<file path="src/mem_system_params.svh">
// cache and memory geometry
`ifndef MEM_SYSTEM_PARAMS_SVH
`define MEM_SYSTEM_PARAMS_SVH

// processor address and data widths
`define MS_ADDR_W 16
`define MS_DATA_W 16

// address split: tag 15:11, index 10:3, word 2:1
`define MS_TAG_W 5
`define MS_INDEX_W 8

// words in one cache line
`define MS_WORDS 4

// main memory banking, bank picked by address bits 2:1
`define MS_BANKS 4
// cycles a bank stays busy after any access
`define MS_BANK_BUSY 4
// accepted read to data on the memory output
`define MS_RD_LAT 2

`endif

</file>
<file path="src/mem_system_pkg.sv">
// shared cache types
`default_nettype none

`include "mem_system_params.svh"

package mem_system_pkg;

   // one data word
   typedef logic [`MS_DATA_W-1:0] word_t;

   // stored and requested tag
   typedef logic [`MS_TAG_W-1:0] tag_t;

   // set index into both ways
   typedef logic [`MS_INDEX_W-1:0] index_t;

   // controller FSM states
   typedef enum logic [2:0] {
      idle,
      compare,
      write_back,
      fill_req,
      fill_wait,
      install,
      finish
   } ctrl_state_e;

endpackage

`default_nettype wire

</file>
<file path="src/cache_controller.sv">
// two-way cache controller
`timescale 1ns/100ps
`default_nettype none

`include "mem_system_params.svh"

module cache_controller (
   input  logic                                  clk,
   input  logic                                  reset,
   input  logic                                  rd,
   input  logic                                  wr,
   input  logic [`MS_ADDR_W-1:0]                 addr,
   input  mem_system_pkg::word_t                 data_in,
   input  logic                                  hit0,
   input  logic                                  valid0,
   input  logic                                  dirty0,
   input  mem_system_pkg::tag_t                  tag0,
   input  mem_system_pkg::word_t                 data0,
   input  logic                                  hit1,
   input  logic                                  valid1,
   input  logic                                  dirty1,
   input  mem_system_pkg::tag_t                  tag1,
   input  mem_system_pkg::word_t                 data1,
   input  mem_system_pkg::word_t                 mem_data_out,
   input  logic                                  mem_stall,
   output mem_system_pkg::index_t                index,
   output mem_system_pkg::tag_t                  tag,
   output logic [$clog2(`MS_WORDS)-1:0]          word_sel,
   output mem_system_pkg::word_t                 way_data_in,
   output logic                                  way_write,
   output logic                                  way_valid_in,
   output logic                                  way_dirty_in,
   output logic                                  way_enable0,
   output logic                                  way_enable1,
   output logic [`MS_ADDR_W-1:0]                 mem_addr,
   output mem_system_pkg::word_t                 mem_wr_data,
   output logic                                  mem_rd,
   output logic                                  mem_wr,
   output mem_system_pkg::word_t                 data_out,
   output logic                                  done,
   output logic                                  stall,
   output logic                                  cache_hit,
   output logic                                  err
);

   import mem_system_pkg::*;

   localparam int OFS_W = $clog2(`MS_WORDS);

   ctrl_state_e      state;
   ctrl_state_e      next_state;

   // replacement and miss bookkeeping
   logic             victim;
   logic             way_sel;
   logic             miss_pend;
   logic [OFS_W-1:0] cnt;

   // decoded request
   logic [OFS_W-1:0] req_word;
   logic             bad_req;
   logic             hit_any;
   logic             first_cmp;
   logic             last_word;

   // way picked now, and its outputs
   logic             choice;
   logic             cur_way;
   logic             cur_valid;
   logic             cur_dirty;
   tag_t             cur_tag;
   word_t            cur_data;

   // address split, inputs are held until done
   assign tag      = addr[`MS_ADDR_W-1 -: `MS_TAG_W];
   assign index    = addr[`MS_ADDR_W-`MS_TAG_W-1 -: `MS_INDEX_W];
   assign req_word = addr[OFS_W:1];

   assign bad_req   = (rd & wr) | addr[0];
   assign hit_any   = hit0 | hit1;
   assign first_cmp = (state == compare) & ~miss_pend;
   assign last_word = (cnt == OFS_W'(`MS_WORDS - 1));

   // hit way first, then an empty way (way 0 preferred), then the victim bit
   always_comb begin
      if (hit0) begin
         choice = 1'b0;
      end else if (hit1) begin
         choice = 1'b1;
      end else if (!valid0) begin
         choice = 1'b0;
      end else if (!valid1) begin
         choice = 1'b1;
      end else begin
         choice = victim;
      end
   end

   // registered choice holds for the rest of a miss
   assign cur_way   = first_cmp ? choice : way_sel;
   assign cur_valid = cur_way ? valid1 : valid0;
   assign cur_dirty = cur_way ? dirty1 : dirty0;
   assign cur_tag   = cur_way ? tag1 : tag0;
   assign cur_data  = cur_way ? data1 : data0;

   // way side
   assign way_enable0  = ~cur_way;
   assign way_enable1  = cur_way;
   assign word_sel     = ((state == write_back) || (state == install)) ? cnt : req_word;
   assign way_data_in  = (state == install) ? mem_data_out : data_in;
   assign way_write    = (state == install) | ((state == compare) & wr & hit_any);
   assign way_valid_in = way_write;
   // fill words come in clean, processor writes mark dirty
   assign way_dirty_in = (state == compare);

   // memory side, write-back uses the victim's old tag
   assign mem_addr    = (state == write_back) ? {cur_tag, index, cnt, 1'b0}
                                              : {tag, index, cnt, 1'b0};
   assign mem_wr_data = cur_data;
   assign mem_wr      = (state == write_back);
   assign mem_rd      = (state == fill_req);

   // processor side
   assign data_out  = cur_data;
   assign cache_hit = first_cmp & hit_any;
   assign done      = cache_hit | (state == finish);
   assign err       = (state == finish) & bad_req;
   assign stall     = (state != idle) & ~done;

   always_comb begin
      next_state = state;
      case (state)
         idle: begin
            if (rd | wr) begin
               next_state = bad_req ? finish : compare;
            end
         end
         compare: begin
            // second pass after a fill always hits
            if (miss_pend) begin
               next_state = finish;
            end else if (hit_any) begin
               next_state = idle;
            end else if (cur_valid & cur_dirty) begin
               next_state = write_back;
            end else begin
               next_state = fill_req;
            end
         end
         write_back: begin
            if (!mem_stall && last_word) begin
               next_state = fill_req;
            end
         end
         fill_req: begin
            if (!mem_stall) begin
               next_state = fill_wait;
            end
         end
         // data lands two cycles after the accepted read
         fill_wait: next_state = install;
         install:   next_state = last_word ? compare : fill_req;
         finish:    next_state = idle;
         default:   next_state = idle;
      endcase
   end

   always_ff @(posedge clk) begin
      if (reset) begin
         state     <= idle;
         victim    <= 1'b0;
         way_sel   <= 1'b0;
         miss_pend <= 1'b0;
         cnt       <= '0;
      end else begin
         state <= next_state;
         // once per request
         if (first_cmp) begin
            victim    <= ~victim;
            way_sel   <= choice;
            miss_pend <= ~hit_any;
            cnt       <= '0;
         end
         if (state == finish) begin
            miss_pend <= 1'b0;
         end
         // word count holds while the bank stalls
         if (((state == write_back) && !mem_stall) || (state == install)) begin
            cnt <= cnt + 1'b1;
         end
      end
   end

endmodule

`default_nettype wire

</file>
<file path="config.mk">
export PLATFORM = sky130hd
export DESIGN_NAME = cache_controller
export DESIGN_NICKNAME = d
export VERILOG_FILES = /design/src/mem_system_pkg.sv /design/src/cache_controller.sv
export VERILOG_INCLUDE_DIRS = /design/src
export SDC_FILE = /design/constraint.sdc
export NUM_CORES = 1
export LEC_CHECK = 0
export BUFFER_PORTS_ARGS = -buffer_cell sky130_fd_sc_hd__clkbuf_2
export CORE_MARGIN = 10
export CORE_UTILIZATION = 35
export DETAILED_ROUTE_END_ITERATION = 8
export PLACE_DENSITY = 0.92
export SYNTH_ARGS = -nofsm -noshare
export SYNTH_HDL_FRONTEND = slang
export SYNTH_SLANG_ARGS = --single-unit
</file>
<file path="constraint.sdc">
create_clock -name clk -period 5.81 [get_ports clk]
set_input_delay 0.2905 -clock clk [delete_from_list [all_inputs] [get_ports clk]]
set_output_delay 0.2905 -clock clk [all_outputs]
set_load 0.005 [all_outputs]
</file>
Yosys cells after proc, flatten, opt, wreduce, memory -nomap -nowiden
Index checks and enable logic that the tools add are counted.
{"block": "word_totals", "elab_cells": 67, "out_inout_bits": 90, "input_bits": 101, "regBits": 8}
{"block": "op_classes", "eq_ne": 10, "n_reduce_logical": 10, "addsub": 1, "n_mux": 23, "n_bitwise": 18}
{"cell": "two-way mux 16 bit", "n": 3}
{"cell": "one-hot mux 3 bit (6 select lines)", "n": 1}
{"cell": "two-way mux 3 bit", "n": 5}
{"cell": "two-way mux 2 bit", "n": 5}
{"cell": "== test 3 bit (second input constant)", "n": 3}
{"cell": "AND 1 bit", "n": 8}
{"cell": "two-way mux 1 bit", "n": 8}
{"cell": "== test 3 x 2 -> 1 bit (second input constant)", "n": 2}
{"cell": "two-way mux 5 bit", "n": 1}
{"cell": "NOT 1 bit", "n": 5}
{"cell": "OR 1 bit", "n": 5}
{"cell": "!= test 2 bit (second input constant)", "n": 2}
{"cell": "== test 3 x 1 -> 1 bit (second input constant)", "n": 1}
{"cell": "logical NOT 3 bit", "n": 1}
{"cell": "AND reduction 3 bit", "n": 1}
{"cell": "nonzero test 3 bit", "n": 1}
{"cell": "adder 2 x 1 -> 2 bit (second input constant)", "n": 1}
{"cell": "== test 2 bit (second input constant)", "n": 1}
{"cell": "logical AND 1 bit", "n": 2}
{"cell": "logical OR 1 bit", "n": 2}
{"cell": "!= test 2 x 1 -> 1 bit (second input constant)", "n": 1}
{"cell": "nonzero test 2 bit", "n": 1}
{"cell": "OR reduction 2 bit", "n": 1}
{"cell": "logical NOT 1 bit", "n": 1}

Longest topological paths before layout
Gate-level depths: netlist of the first run.
{"block": "depth", "depth_word": 11, "ltp_mapped": 8, "ltp_nobuf": 5}

Worst setup path before layout of the first run
No wires, ideal clock.
{"block": "synth_timing", "path_kind": "register to output", "startpoint": "register miss_pend", "endpoint": "output port mem_wr_data[10]", "path_stages_with_launch": 9, "path_buffers": 4, "arrival_time_ns": 1.989, "required_ns": 5.520, "path_slack_ns": 3.530, "path_cell_list": "dfxtp_1 > or4b_1 > buf_2 > nand2_1 > o31a_1 > buf_6 > buf_12 > mux2_4 > buf_4"}
{"block": "synth_via", "elab_chain_cells": 4}
{"item": "start: declaration", "line": "cache_controller.sv:56", "text": "logic miss_pend;"}
{"item": "start signal: assignment", "line": "cache_controller.sv:181", "text": "miss_pend <= ~hit_any;"}
{"item": "NOT 1 bit", "line": "cache_controller.sv:81", "text": "assign first_cmp = (state == compare) & ~miss_pend;"}
{"item": "AND 1 bit", "line": "cache_controller.sv:81"}
{"item": "two-way mux 1 bit"}
{"item": "two-way mux 16 bit", "line": "cache_controller.sv:104", "text": "assign cur_data = cur_way ? data1 : data0;"}
{"item": "end: declaration", "line": "cache_controller.sv:36", "text": "output mem_system_pkg::word_t mem_wr_data,"}
No other way between the ends.

Worst setup path after layout of the first run
{"block": "layout_timing", "startpoint": "register state[0]", "endpoint": "output port mem_wr_data[0]"}
{"block": "layout_via", "elab_chain_cells": 4}
{"item": "start: declaration", "line": "cache_controller.sv:50", "text": "ctrl_state_e state;"}
{"item": "start signal: assignment", "line": "cache_controller.sv:170", "text": "state <= idle;"}
{"item": "start signal: assignment", "line": "cache_controller.sv:176", "text": "state <= next_state;"}
{"item": "== test 3 x 1 -> 1 bit", "line": "cache_controller.sv:81"}
{"item": "AND 1 bit", "line": "cache_controller.sv:81"}
{"item": "two-way mux 1 bit"}
{"item": "two-way mux 16 bit", "line": "cache_controller.sv:104"}
No other way between the ends.

==> results of run 1 <==
==> kinds of logic after synthesis <==
logic type / share of synthesized area
fa+ha+maj: 0.00852
xor+xnor: 0.00597
simple gates: 0.142
compound gates: 0.148
buf+inv: 0.278
flops: 0.109
mux: 0.306
other cells: 0.00256
==> placed cells by master (no fill, tap or decap) <==
| cell type | synthesis | layout |
|---|---|---|
| a211o_1 | 1 | 1 |
| a211oi_1 | 1 | 1 |
| a21oi_1 | 7 | 7 |
| a2bb2oi_1 | 1 | 1 |
| a31oi_1 | 5 | 5 |
| a32oi_1 | 1 | 1 |
| and2_1 | 6 | 6 |
| buf_4 | 39 | 1 |
| clkbuf_2 | 0 | 165 |
| clkbuf_8 | 0 | 3 |
| conb_1 | 1 | 1 |
| dfxtp_1 | 8 | 8 |
| ha_1 | 1 | 1 |
| inv_1 | 11 | 11 |
| mux2_2 | 23 | 23 |
| mux2_4 | 12 | 12 |
| mux2i_1 | 1 | 1 |
| nand2_1 | 8 | 8 |
| nand2b_1 | 1 | 1 |
| nand3b_1 | 1 | 1 |
| nor2_1 | 12 | 12 |
| nor2b_1 | 3 | 3 |
| nor3_1 | 6 | 6 |
| nor3b_1 | 1 | 1 |
| nor4_1 | 1 | 1 |
| o2111ai_1 | 1 | 1 |
| o21ai_0 | 6 | 6 |
| o21bai_1 | 2 | 2 |
| o2bb2ai_1 | 1 | 1 |
| o31a_1 | 1 | 1 |
| o31ai_1 | 5 | 5 |
| o32ai_1 | 1 | 1 |
| or3b_2 | 1 | 1 |
| or4b_1 | 1 | 1 |
| xor2_1 | 1 | 1 |
==> flip-flops by register name, indices dropped and copies added, names as in the netlist <==
signal	flops
cnt	2
state	3
way_sel	1
miss_pend	1
victim	1
==> per-stage QoR <==
step	worst slack [ns]	hold slack [ns]	instance area (µm²)	std cells	power (mW)
CTS	2.88	0.354	2040	351	0.544
detailed placement	3.13	0.545	2000	348	0.474
floorplan	3.53	0.488	1470	182	0.364
finish	2.87	0.357	2040	351	0.535
global placement	3.21	0.538	2000	348	0.464
global route	2.74	0.367	2040	351	0.587
==> area by class of cell <==
cell class / instances / area [µm²]
clock buffers: 3 / 41.3
fillers: 393 / 1990
inverters: 11 / 41.3
multi-input cells: 113 / 900
flip-flops and latches: 8 / 160
well taps: 50 / 62.6
repair buffers: 166 / 833
==> worst max-delay path by stage <==
stage / end / slack [ns] / cells after the start / from
6_report: mem_wr_data[0] / 2.87 / 6 / state[0]
5_1_grt: mem_wr_data[0] / 2.74 / 6 / state[0]
4_1_cts: mem_wr_data[0] / 2.88 / 6 / state[0]
3_5_place_dp: mem_wr_data[0] / 3.13 / 6 / state[0]
3_3_place_gp: mem_wr_data[0] / 3.21 / 6 / state[0]
2_1_floorplan: mem_wr_data[10] / 3.53 / 8 / miss_pend
==> routing by layer <==
metal	global-route usage	routed length, µm	vias up
li1	-	-	830
met1	0.154	2200	749
met3	0.0715	716	17
met5	0	0	-
met4	0.0524	116	0
met2	0.262	2980	119
==> power by group <==
| group | internal, mW | switching, mW |
|---|---|---|
| logic | 0.191 | 0.173 |
| clock network | 0.0449 | 0.0222 |
| registers | 0.0702 | 0.0335 |
| total | 0.306 | 0.229 |
==> flow_metrics.py, run 1 <==
metrics = {
    "outcome": {
        "status": "finished clean",
    },
    "global_routing": {
        "grt_max_degree": 25,
        "antenna_found_initial": 0,
        "track_usage": 0.151,
        "grt_pass1_vias": 1855,
        "grt_pass1_wl_mm": 9.08,
        "grt_overflow": 0,
    },
    "placed_design": {
        "routabilityCongestion": 0.860,
        "portBuffers": 165,
        "post-dp-hpwl_mm": 5.42,
    },
    "hold_path": {
        "whs_endpoint": "cnt[1]",
        "holdCritPathClass": "in2reg",
        "hold_start": "reset",
        "hold_path_depth": 2,
    },
    "setup_path": {
        "cp.buffers_inverters": 2,
        "worstReg2RegStart": "state[0]",
        "r2r-end": "cnt[0]",
        "r2r_cells": 4,
        "critPathTopFamily": "simple AND/OR/NAND/NOR gates",
        "cpMaxStageDelayCell": "or4b_1",
        "worstPathCellList": "or4b_1 > nand2_1 > o31a_1 > buf_4 > mux2_2 > clkbuf_2",
        "cpPeakStageDelay_ns": 0.60,
        "cp.required_ns": 5.52,
        "critPathKind": "reg2out",
        "cp-end-kind": "output pin",
        "r2r_setup_slack_ns": 3.64,
        "cp_data_arrival_time_ns": 2.65,
        "crit_fanout": 24,
        "crit_path_start_kind": "flop",
    },
    "layout": {
        "layout.nets": 405,
        "utilization": 0.506,
        "drive_gt1_frac": 0.681,
        "areaGrowthSynthToFinish_pct": 38.9,
        "antenna_cells": 0,
    },
    "die": {
        "rows": 23,
        "initial_core_util": 0.364,
        "die_h_um": 84.8,
        "core-area_mm2": 0.00403,
        "fp.dieW_um": 84.8,
        "die-area_mm2": 0.00718,
        "ios": 191,
    },
    "timing": {
        "maxSlewHeadroom": 0.410,
        "rsz0062_at_grt": "false",
        "min_period_over_period": 0.506,
        "period_needed_ns": 2.94,
        "fin_setup_tns_ns": 0,
        "fmax_mhz": 340,
        "worst_pin_slew_ns": 0.883,
        "maxSlewViolCount": 0,
        "hold_viol": 0,
        "fin_skew_ns": 0.00438,
        "setup_viol": 0,
    },
    "clocking": {
        "cts-hold-fix-buffers": 0,
        "clock_latency_ns": 0.23,
        "clock_path_buffers": 2,
        "h-tree-depth": 1,
        "path_clk_slew_ns": 0.04,
        "numCtsBuffers": 3,
        "cts_root_buf": "clkbuf_8",
        "cts-resized-gates": 0,
        "cts_tree": "built",
        "cts_sinks": 8,
        "post_cts_buffers": 0,
    },
    "route": {
        "routedWlPerCell_um": 17.1,
        "drt_iter0_drc": 36,
        "wirelength_mm": 6.01,
        "drc": 0,
        "vias": 1715,
        "viasPerCell": 4.89,
        "first_pass_iters": 4,
        "antenna_left": 0,
    },
    "synth": {
        "yosys_most_used_dff": "dfxtp_1",
        "async_flop_share": 0,
        "ys_seq_elements": 8,
        "synthesis.area_mm2": 0.00147,
        "ys_top_cells_by_count": "buf_4, mux2_2, mux2_4, nor2_1, inv_1",
        "synth_edf_count": 0,
        "ys_seq_area_frac": 0.109,
        "netlist_top_cells_area": "buf_4, mux2_2, mux2_4",
        "synth.distinct_cells": 38,
        "syn_inst": 182,
        "yosysWarningCount": 0,
        "synth_top_cell_by_area": "buf_4",
        "synth.most_common_cell": "buf_4",
        "syn_nets": 284,
        "yosys.area.top_type_share": 0.199,
        "synth.avg_cell_area_um2": 8.06,
    },
    "power": {
        "leakage_nw": 1.20,
        "irDropWorstVdd_mv": 0.111,
        "p_per_area_mw_per_mm2": 262,
    },
    "job": {
        "drv_cap": 0,
    },
}
Power figures use the tool's default switching activity.
==> run 2: changes to the inputs <==
--- a/config.mk
+++ b/config.mk
@@ -8,9 +8,9 @@
 export LEC_CHECK = 0
 export BUFFER_PORTS_ARGS = -buffer_cell sky130_fd_sc_hd__clkbuf_2
 export CORE_MARGIN = 10
-export CORE_UTILIZATION = 35
+export CORE_UTILIZATION = 29
 export DETAILED_ROUTE_END_ITERATION = 8
-export PLACE_DENSITY = 0.92
+export PLACE_DENSITY = 0.82
 export SYNTH_ARGS = -nofsm -noshare
 export SYNTH_HDL_FRONTEND = slang
 export SYNTH_SLANG_ARGS = --single-unit
==> constraint.sdc (replaced) <==
create_clock -name clk -period 2.6 [get_ports clk]
set_input_delay 0.13 -clock clk [delete_from_list [all_inputs] [get_ports clk]]
set_output_delay 0.13 -clock clk [all_outputs]
set_load 0.005 [all_outputs]
==> run 2 against run 1 <==
Compared with the run above:
- highest routed layer unchanged
- sequential power rose by 91%
- critical endpoint is now data_out[1]
- cell count rose by 6.0%
- power rose by 130%
==> flow_metrics.py, run 2 (synthesis results as in run 1) <==
metrics = {
    "global_routing": {
        "antenna_found_initial": 0,
        "grt_max_degree": 25,
        "track_usage": 0.129,
        "grt_pass1_wl_mm": 9.20,
        "grt_overflow": 0,
        "grt_pass1_vias": 1867,
    },
    "route": {
        "first_pass_iters": 4,
        "vias": 1684,
        "drt_iter0_drc": 44,
        "viasPerCell": 4.53,
        "drc": 0,
        "routedWlPerCell_um": 15.7,
        "antenna_left": 0,
        "wirelength_mm": 5.85,
    },
    "clocking": {
        "clock_path_buffers": 2,
        "path_clk_slew_ns": 0.04,
        "cts_root_buf": "clkbuf_8",
        "cts-hold-fix-buffers": 0,
        "cts-resized-gates": 0,
        "post_cts_buffers": 0,
        "cts_sinks": 8,
        "clock_latency_ns": 0.24,
        "cts_tree": "built",
        "h-tree-depth": 1,
        "numCtsBuffers": 3,
    },
    "power": {
        "pwr-share-seq": 0.162,
        "p_per_area_mw_per_mm2": 584,
        "p_clk_frac": 0.124,
        "p_comb_frac": 0.714,
        "p_int_uw": 710,
        "power.switching_uw": 517,
        "irDropWorstVdd_mv": 0.296,
        "swShare": 0.422,
        "leakage_nw": 1.23,
    },
    "setup_path": {
        "setup.worst_path.end": "data_out[1]",
        "r2r_cells": 4,
        "worstReg2RegStart": "state[1]",
        "cp.buffers_inverters": 2,
        "crit_fanout": 24,
        "r2r_setup_slack_ns": 0.64,
        "cp.required_ns": 2.47,
        "cp-end-kind": "output pin",
        "worstPathCellList": "or4b_1 > nand2_1 > o31a_1 > buf_12 > mux2_2 > clkbuf_2",
        "cpPeakStageDelay_ns": 0.65,
        "startpoint": "state[1]",
        "crit_path_start_kind": "flop",
        "cpMaxStageDelayCell": "or4b_1",
        "cp_data_arrival_time_ns": 2.32,
        "r2r-end": "cnt[0]",
        "critPathTopFamily": "simple AND/OR/NAND/NOR gates",
        "critPathKind": "reg2out",
        "critical_path_depth": 6,
    },
    "die": {
        "die_h_um": 91.1,
        "fp.dieW_um": 91.1,
        "initial_core_util": 0.305,
        "die-area_mm2": 0.00831,
        "core-area_mm2": 0.00482,
        "rows": 25,
        "ios": 191,
    },
    "placed_design": {
        "post-dp-hpwl_mm": 5.26,
        "dp_worst_setup_slack_ns": 0.396,
        "routabilityCongestion": 0.830,
        "place_area_mm2": 0.00206,
        "portBuffers": 165,
    },
    "timing": {
        "period_needed_ns": 2.45,
        "maxSlewViolCount": 0,
        "fin_setup_tns_ns": 0,
        "min_period_over_period": 0.941,
        "hold_slack_ns": 0.194,
        "rsz0062_at_grt": "false",
        "setup_viol": 0,
        "fmax_mhz": 409,
        "fin_skew_ns": 0.00434,
        "fin_ws_ns": 0.154,
        "hold_viol": 0,
    },
    "layout": {
        "antenna_cells": 0,
        "largest_reg_flops": 3,
        "top_register": "state",
        "drive_gt1_frac": 0.685,
        "layout_common_cells": "clkbuf_2, mux2_2, nor2_1, mux2_4, inv_1",
        "areaGrowthSynthToFinish_pct": 43.2,
        "layout.nets": 409,
        "layout_commonest_cell": "clkbuf_2",
        "fin_area_mm2": 0.00210,
        "final.fill_count": 481,
        "multi_input_comb_area_um2": 900,
        "seqCellArea_um2": 160,
        "utilization": 0.436,
        "reg.largest.list": "state (3), cnt (2)",
    },
    "hold_path": {
        "holdCritPathClass": "in2reg",
    },
    "outcome": {
        "status": "finished clean",
    },
    "job": {
        "drv_cap": 0,
    },
}
==> run 2: cell types whose count changed in the layout (fill, tap and decap cells not counted) <==
cell / previous run / this run
buf_12: 0 / 1
buf_4: 1 / 4
==> run 2: area by class of cell <==
cell class                 instances  area share
clock buffer                       3      0.0196
tap                               67      0.0399
inverter                          11      0.0196
timing repair buffer             170       0.417
multi-input combinational        113       0.428
sequential                         8      0.0762
==> run 2: worst min-delay path by stage <==
stage / start / end / cells past startpoint
floorplan: mem_stall / state[1] / 2
global route: reset / cnt[1] / 2
global placement: addr[7] / index[4] / 0
detailed placement: addr[7] / index[4] / 0
CTS: reset / cnt[1] / 2
finish: reset / cnt[1] / 2
==> run 2: per-stage QoR <==
| stage | instances | power [mW] |
|---|---|---|
| after floorplan | 182 | 0.812 |
| after global placement | 369 | 1.07 |
| after detailed placement | 369 | 1.09 |
| after CTS | 372 | 1.25 |
| after global routing | 372 | 1.35 |
| final | 372 | 1.23 |
==> run 2: power groups by stage <==
| stage | logic (mW) | registers, mW | clock network (mW) |
|---|---|---|---|
| CTS | 0.893 | 0.199 | 0.156 |
| detailed placement | 0.890 | 0.201 | 0 |
| floorplan | 0.629 | 0.183 | 0 |
| global placement | 0.870 | 0.200 | 0 |
| finish | 0.876 | 0.199 | 0.152 |
| global route | 0.980 | 0.207 | 0.163 |
==> run 2: layer usage <==
layer,vias up,global-route usage,routed length [µm]
met5,-,0,0
met4,0,0.0339,74
met3,11,0.0494,580
met2,99,0.239,3020
met1,735,0.132,2170
li1,839,-,-
==> run 3: changes to the inputs <==
--- a/config.mk
+++ b/config.mk
@@ -6,7 +6,7 @@
 export SDC_FILE = /design/constraint.sdc
 export NUM_CORES = 1
 export LEC_CHECK = 0
-export BUFFER_PORTS_ARGS = -buffer_cell sky130_fd_sc_hd__clkbuf_2
+export BUFFER_PORTS_ARGS = -buffer_cell sky130_fd_sc_hd__buf_2
 export CORE_MARGIN = 10
 export CORE_UTILIZATION = 29
 export DETAILED_ROUTE_END_ITERATION = 8
==> run 3 against run 2 <==
Compared with the run above:
- clock-buffer cell count did not move
- first-iteration DRC count fell by 20%
- combinational power barely moved
- cell area did not move
- sequential share of layout area did not move
- sequential power barely moved
- register-to-register slack got worse by 0.03 ns
- cell count did not move
- highest routed layer unchanged
==> flow_metrics.py, run 3 (synthesis results as in run 1) <==
metrics = {
    "setup_path": {
        "crit_path_start_kind": "flop",
        "cp.required_ns": 2.47,
        "r2r_setup_slack_ns": 0.61,
        "crit_fanout": 24,
        "worstReg2RegStart": "state[1]",
        "r2r-end": "cnt[0]",
        "cp_data_arrival_time_ns": 2.33,
        "r2r_cells": 4,
        "critPathKind": "reg2out",
        "cp-end-kind": "output pin",
    },
    "layout": {
        "layout.nets": 409,
        "fin_cells": 372,
        "layout_common_cells": "buf_2, mux2_2, nor2_1, mux2_4, inv_1",
        "drive_gt1_frac": 0.685,
        "fin_area_mm2": 0.00210,
        "largest_reg_flops": 3,
        "seqCellArea_um2": 160,
        "areaGrowthSynthToFinish_pct": 43.2,
        "antenna_cells": 0,
        "top_register": "state",
        "final.fill_count": 513,
        "reg.largest.list": "state (3), cnt (2)",
        "multi_input_comb_area_um2": 900,
        "layout_commonest_cell": "buf_2",
    },
    "outcome": {
        "status": "finished clean",
    },
    "timing": {
        "fin_setup_tns_ns": 0,
        "maxSlewHeadroom": 0.672,
        "hold_viol": 0,
        "maxSlewViolCount": 0,
        "setup_viol": 0,
        "fin_skew_ns": 0.00541,
        "rsz0062_at_grt": "false",
        "min_period_over_period": 0.948,
        "hold_slack_ns": 0.194,
        "fmax_mhz": 406,
        "worst_pin_slew_ns": 0.488,
        "period_needed_ns": 2.46,
    },
    "hold_path": {
        "hold_path_depth": 2,
        "holdCritPathClass": "in2reg",
        "whs_endpoint": "cnt[1]",
        "hold_start": "reset",
    },
    "global_routing": {
        "grt_pass1_vias": 1932,
        "grt_max_degree": 25,
        "grt_pass1_wl_mm": 9.46,
        "track_usage": 0.134,
        "grt_overflow": 0,
        "antenna_found_initial": 0,
    },
    "clocking": {
        "numCtsBuffers": 3,
        "cts-hold-fix-buffers": 0,
        "h-tree-depth": 1,
        "path_clk_slew_ns": 0.04,
        "cts_tree": "built",
        "cts-resized-gates": 0,
        "cts_root_buf": "clkbuf_8",
        "clock_latency_ns": 0.23,
        "clock_path_buffers": 2,
        "post_cts_buffers": 0,
        "cts_sinks": 8,
    },
    "placed_design": {
        "portBuffers": 165,
        "place_inst": 369,
        "routabilityCongestion": 0.818,
        "post-dp-hpwl_mm": 5.27,
        "place_area_mm2": 0.00206,
    },
    "route": {
        "routedWlPerCell_um": 16.0,
        "viasPerCell": 4.58,
        "antenna_left": 0,
        "wirelength_mm": 5.96,
        "first_pass_iters": 6,
        "drc": 0,
        "drt_iter0_drc": 35,
        "vias": 1705,
    },
    "power": {
        "p_per_area_mw_per_mm2": 581,
        "irDropWorstVdd_mv": 0.356,
        "leakage_nw": 1.20,
    },
    "die": {
        "die_h_um": 91.1,
        "die-area_mm2": 0.00831,
        "ios": 191,
        "initial_core_util": 0.305,
        "core-area_mm2": 0.00482,
        "fp.dieW_um": 91.1,
        "rows": 25,
    },
    "job": {
        "drv_cap": 0,
    },
}
run 3: how the worst max path moves through the flow:
stage                     startpoint         endpoint  slack [ns]  cells past startpoint
after global routing        state[1]   mem_wr_data[1]        0.01                      6
after detailed placement    state[1]   mem_wr_data[1]        0.37                      6
after floorplan            miss_pend  mem_wr_data[10]        0.48                      8
after global placement      state[1]   mem_wr_data[1]        0.44                      6
final                       state[1]   mem_wr_data[1]        0.14                      6
after CTS                   state[1]   mem_wr_data[1]        0.12                      6
run 3: report_power, final:
group,internal (mW),switching (mW),leakage (nW)
registers,0.157,0.0419,0.0654
logic,0.454,0.419,1.11
clock network,0.100,0.0495,0.0216
total,0.711,0.510,1.20
run 3: worst max-delay path, cell delays in order, from the launching register on:
cell	delay (ns)
dfxtp_1	0.40
or4b_1	0.65
nand2_1	0.15
o31a_1	0.19
buf_12	0.20
mux2_2	0.38
buf_2	0.14
run 3: per-layer routing:
| layer | up-vias | wire, µm | share of wire | global-route usage |
|---|---|---|---|---|
| met4 | 0 | 114 | 0.019 | 0.0392 |
| met1 | 754 | 2230 | 0.37 | 0.138 |
| li1 | 839 | - | - | - |
| met5 | - | 0 | 0 | 0 |
| met3 | 12 | 546 | 0.092 | 0.0453 |
| met2 | 100 | 3070 | 0.52 | 0.248 |
run 3: final cells by class:
| class | instances | share of cell area |
|---|---|---|
| multi-input cells | 113 | 0.428 |
| repair buffers | 170 | 0.417 |
| flip-flops and latches | 8 | 0.0762 |
| well taps | 67 | 0.0399 |
| clock buffers | 3 | 0.0196 |
| inverters | 11 | 0.0196 |
run 3: per-stage QoR:
stage / worst slack (ns) / util / power (mW)
floorplan: 0.481 / - / 0.812
global placement: 0.441 / 0.428 / 1.06
detailed placement: 0.367 / 0.428 / 1.08
CTS: 0.125 / 0.436 / 1.24
global route: 0.00980 / 0.436 / 1.34
finish: 0.136 / 0.436 / 1.22
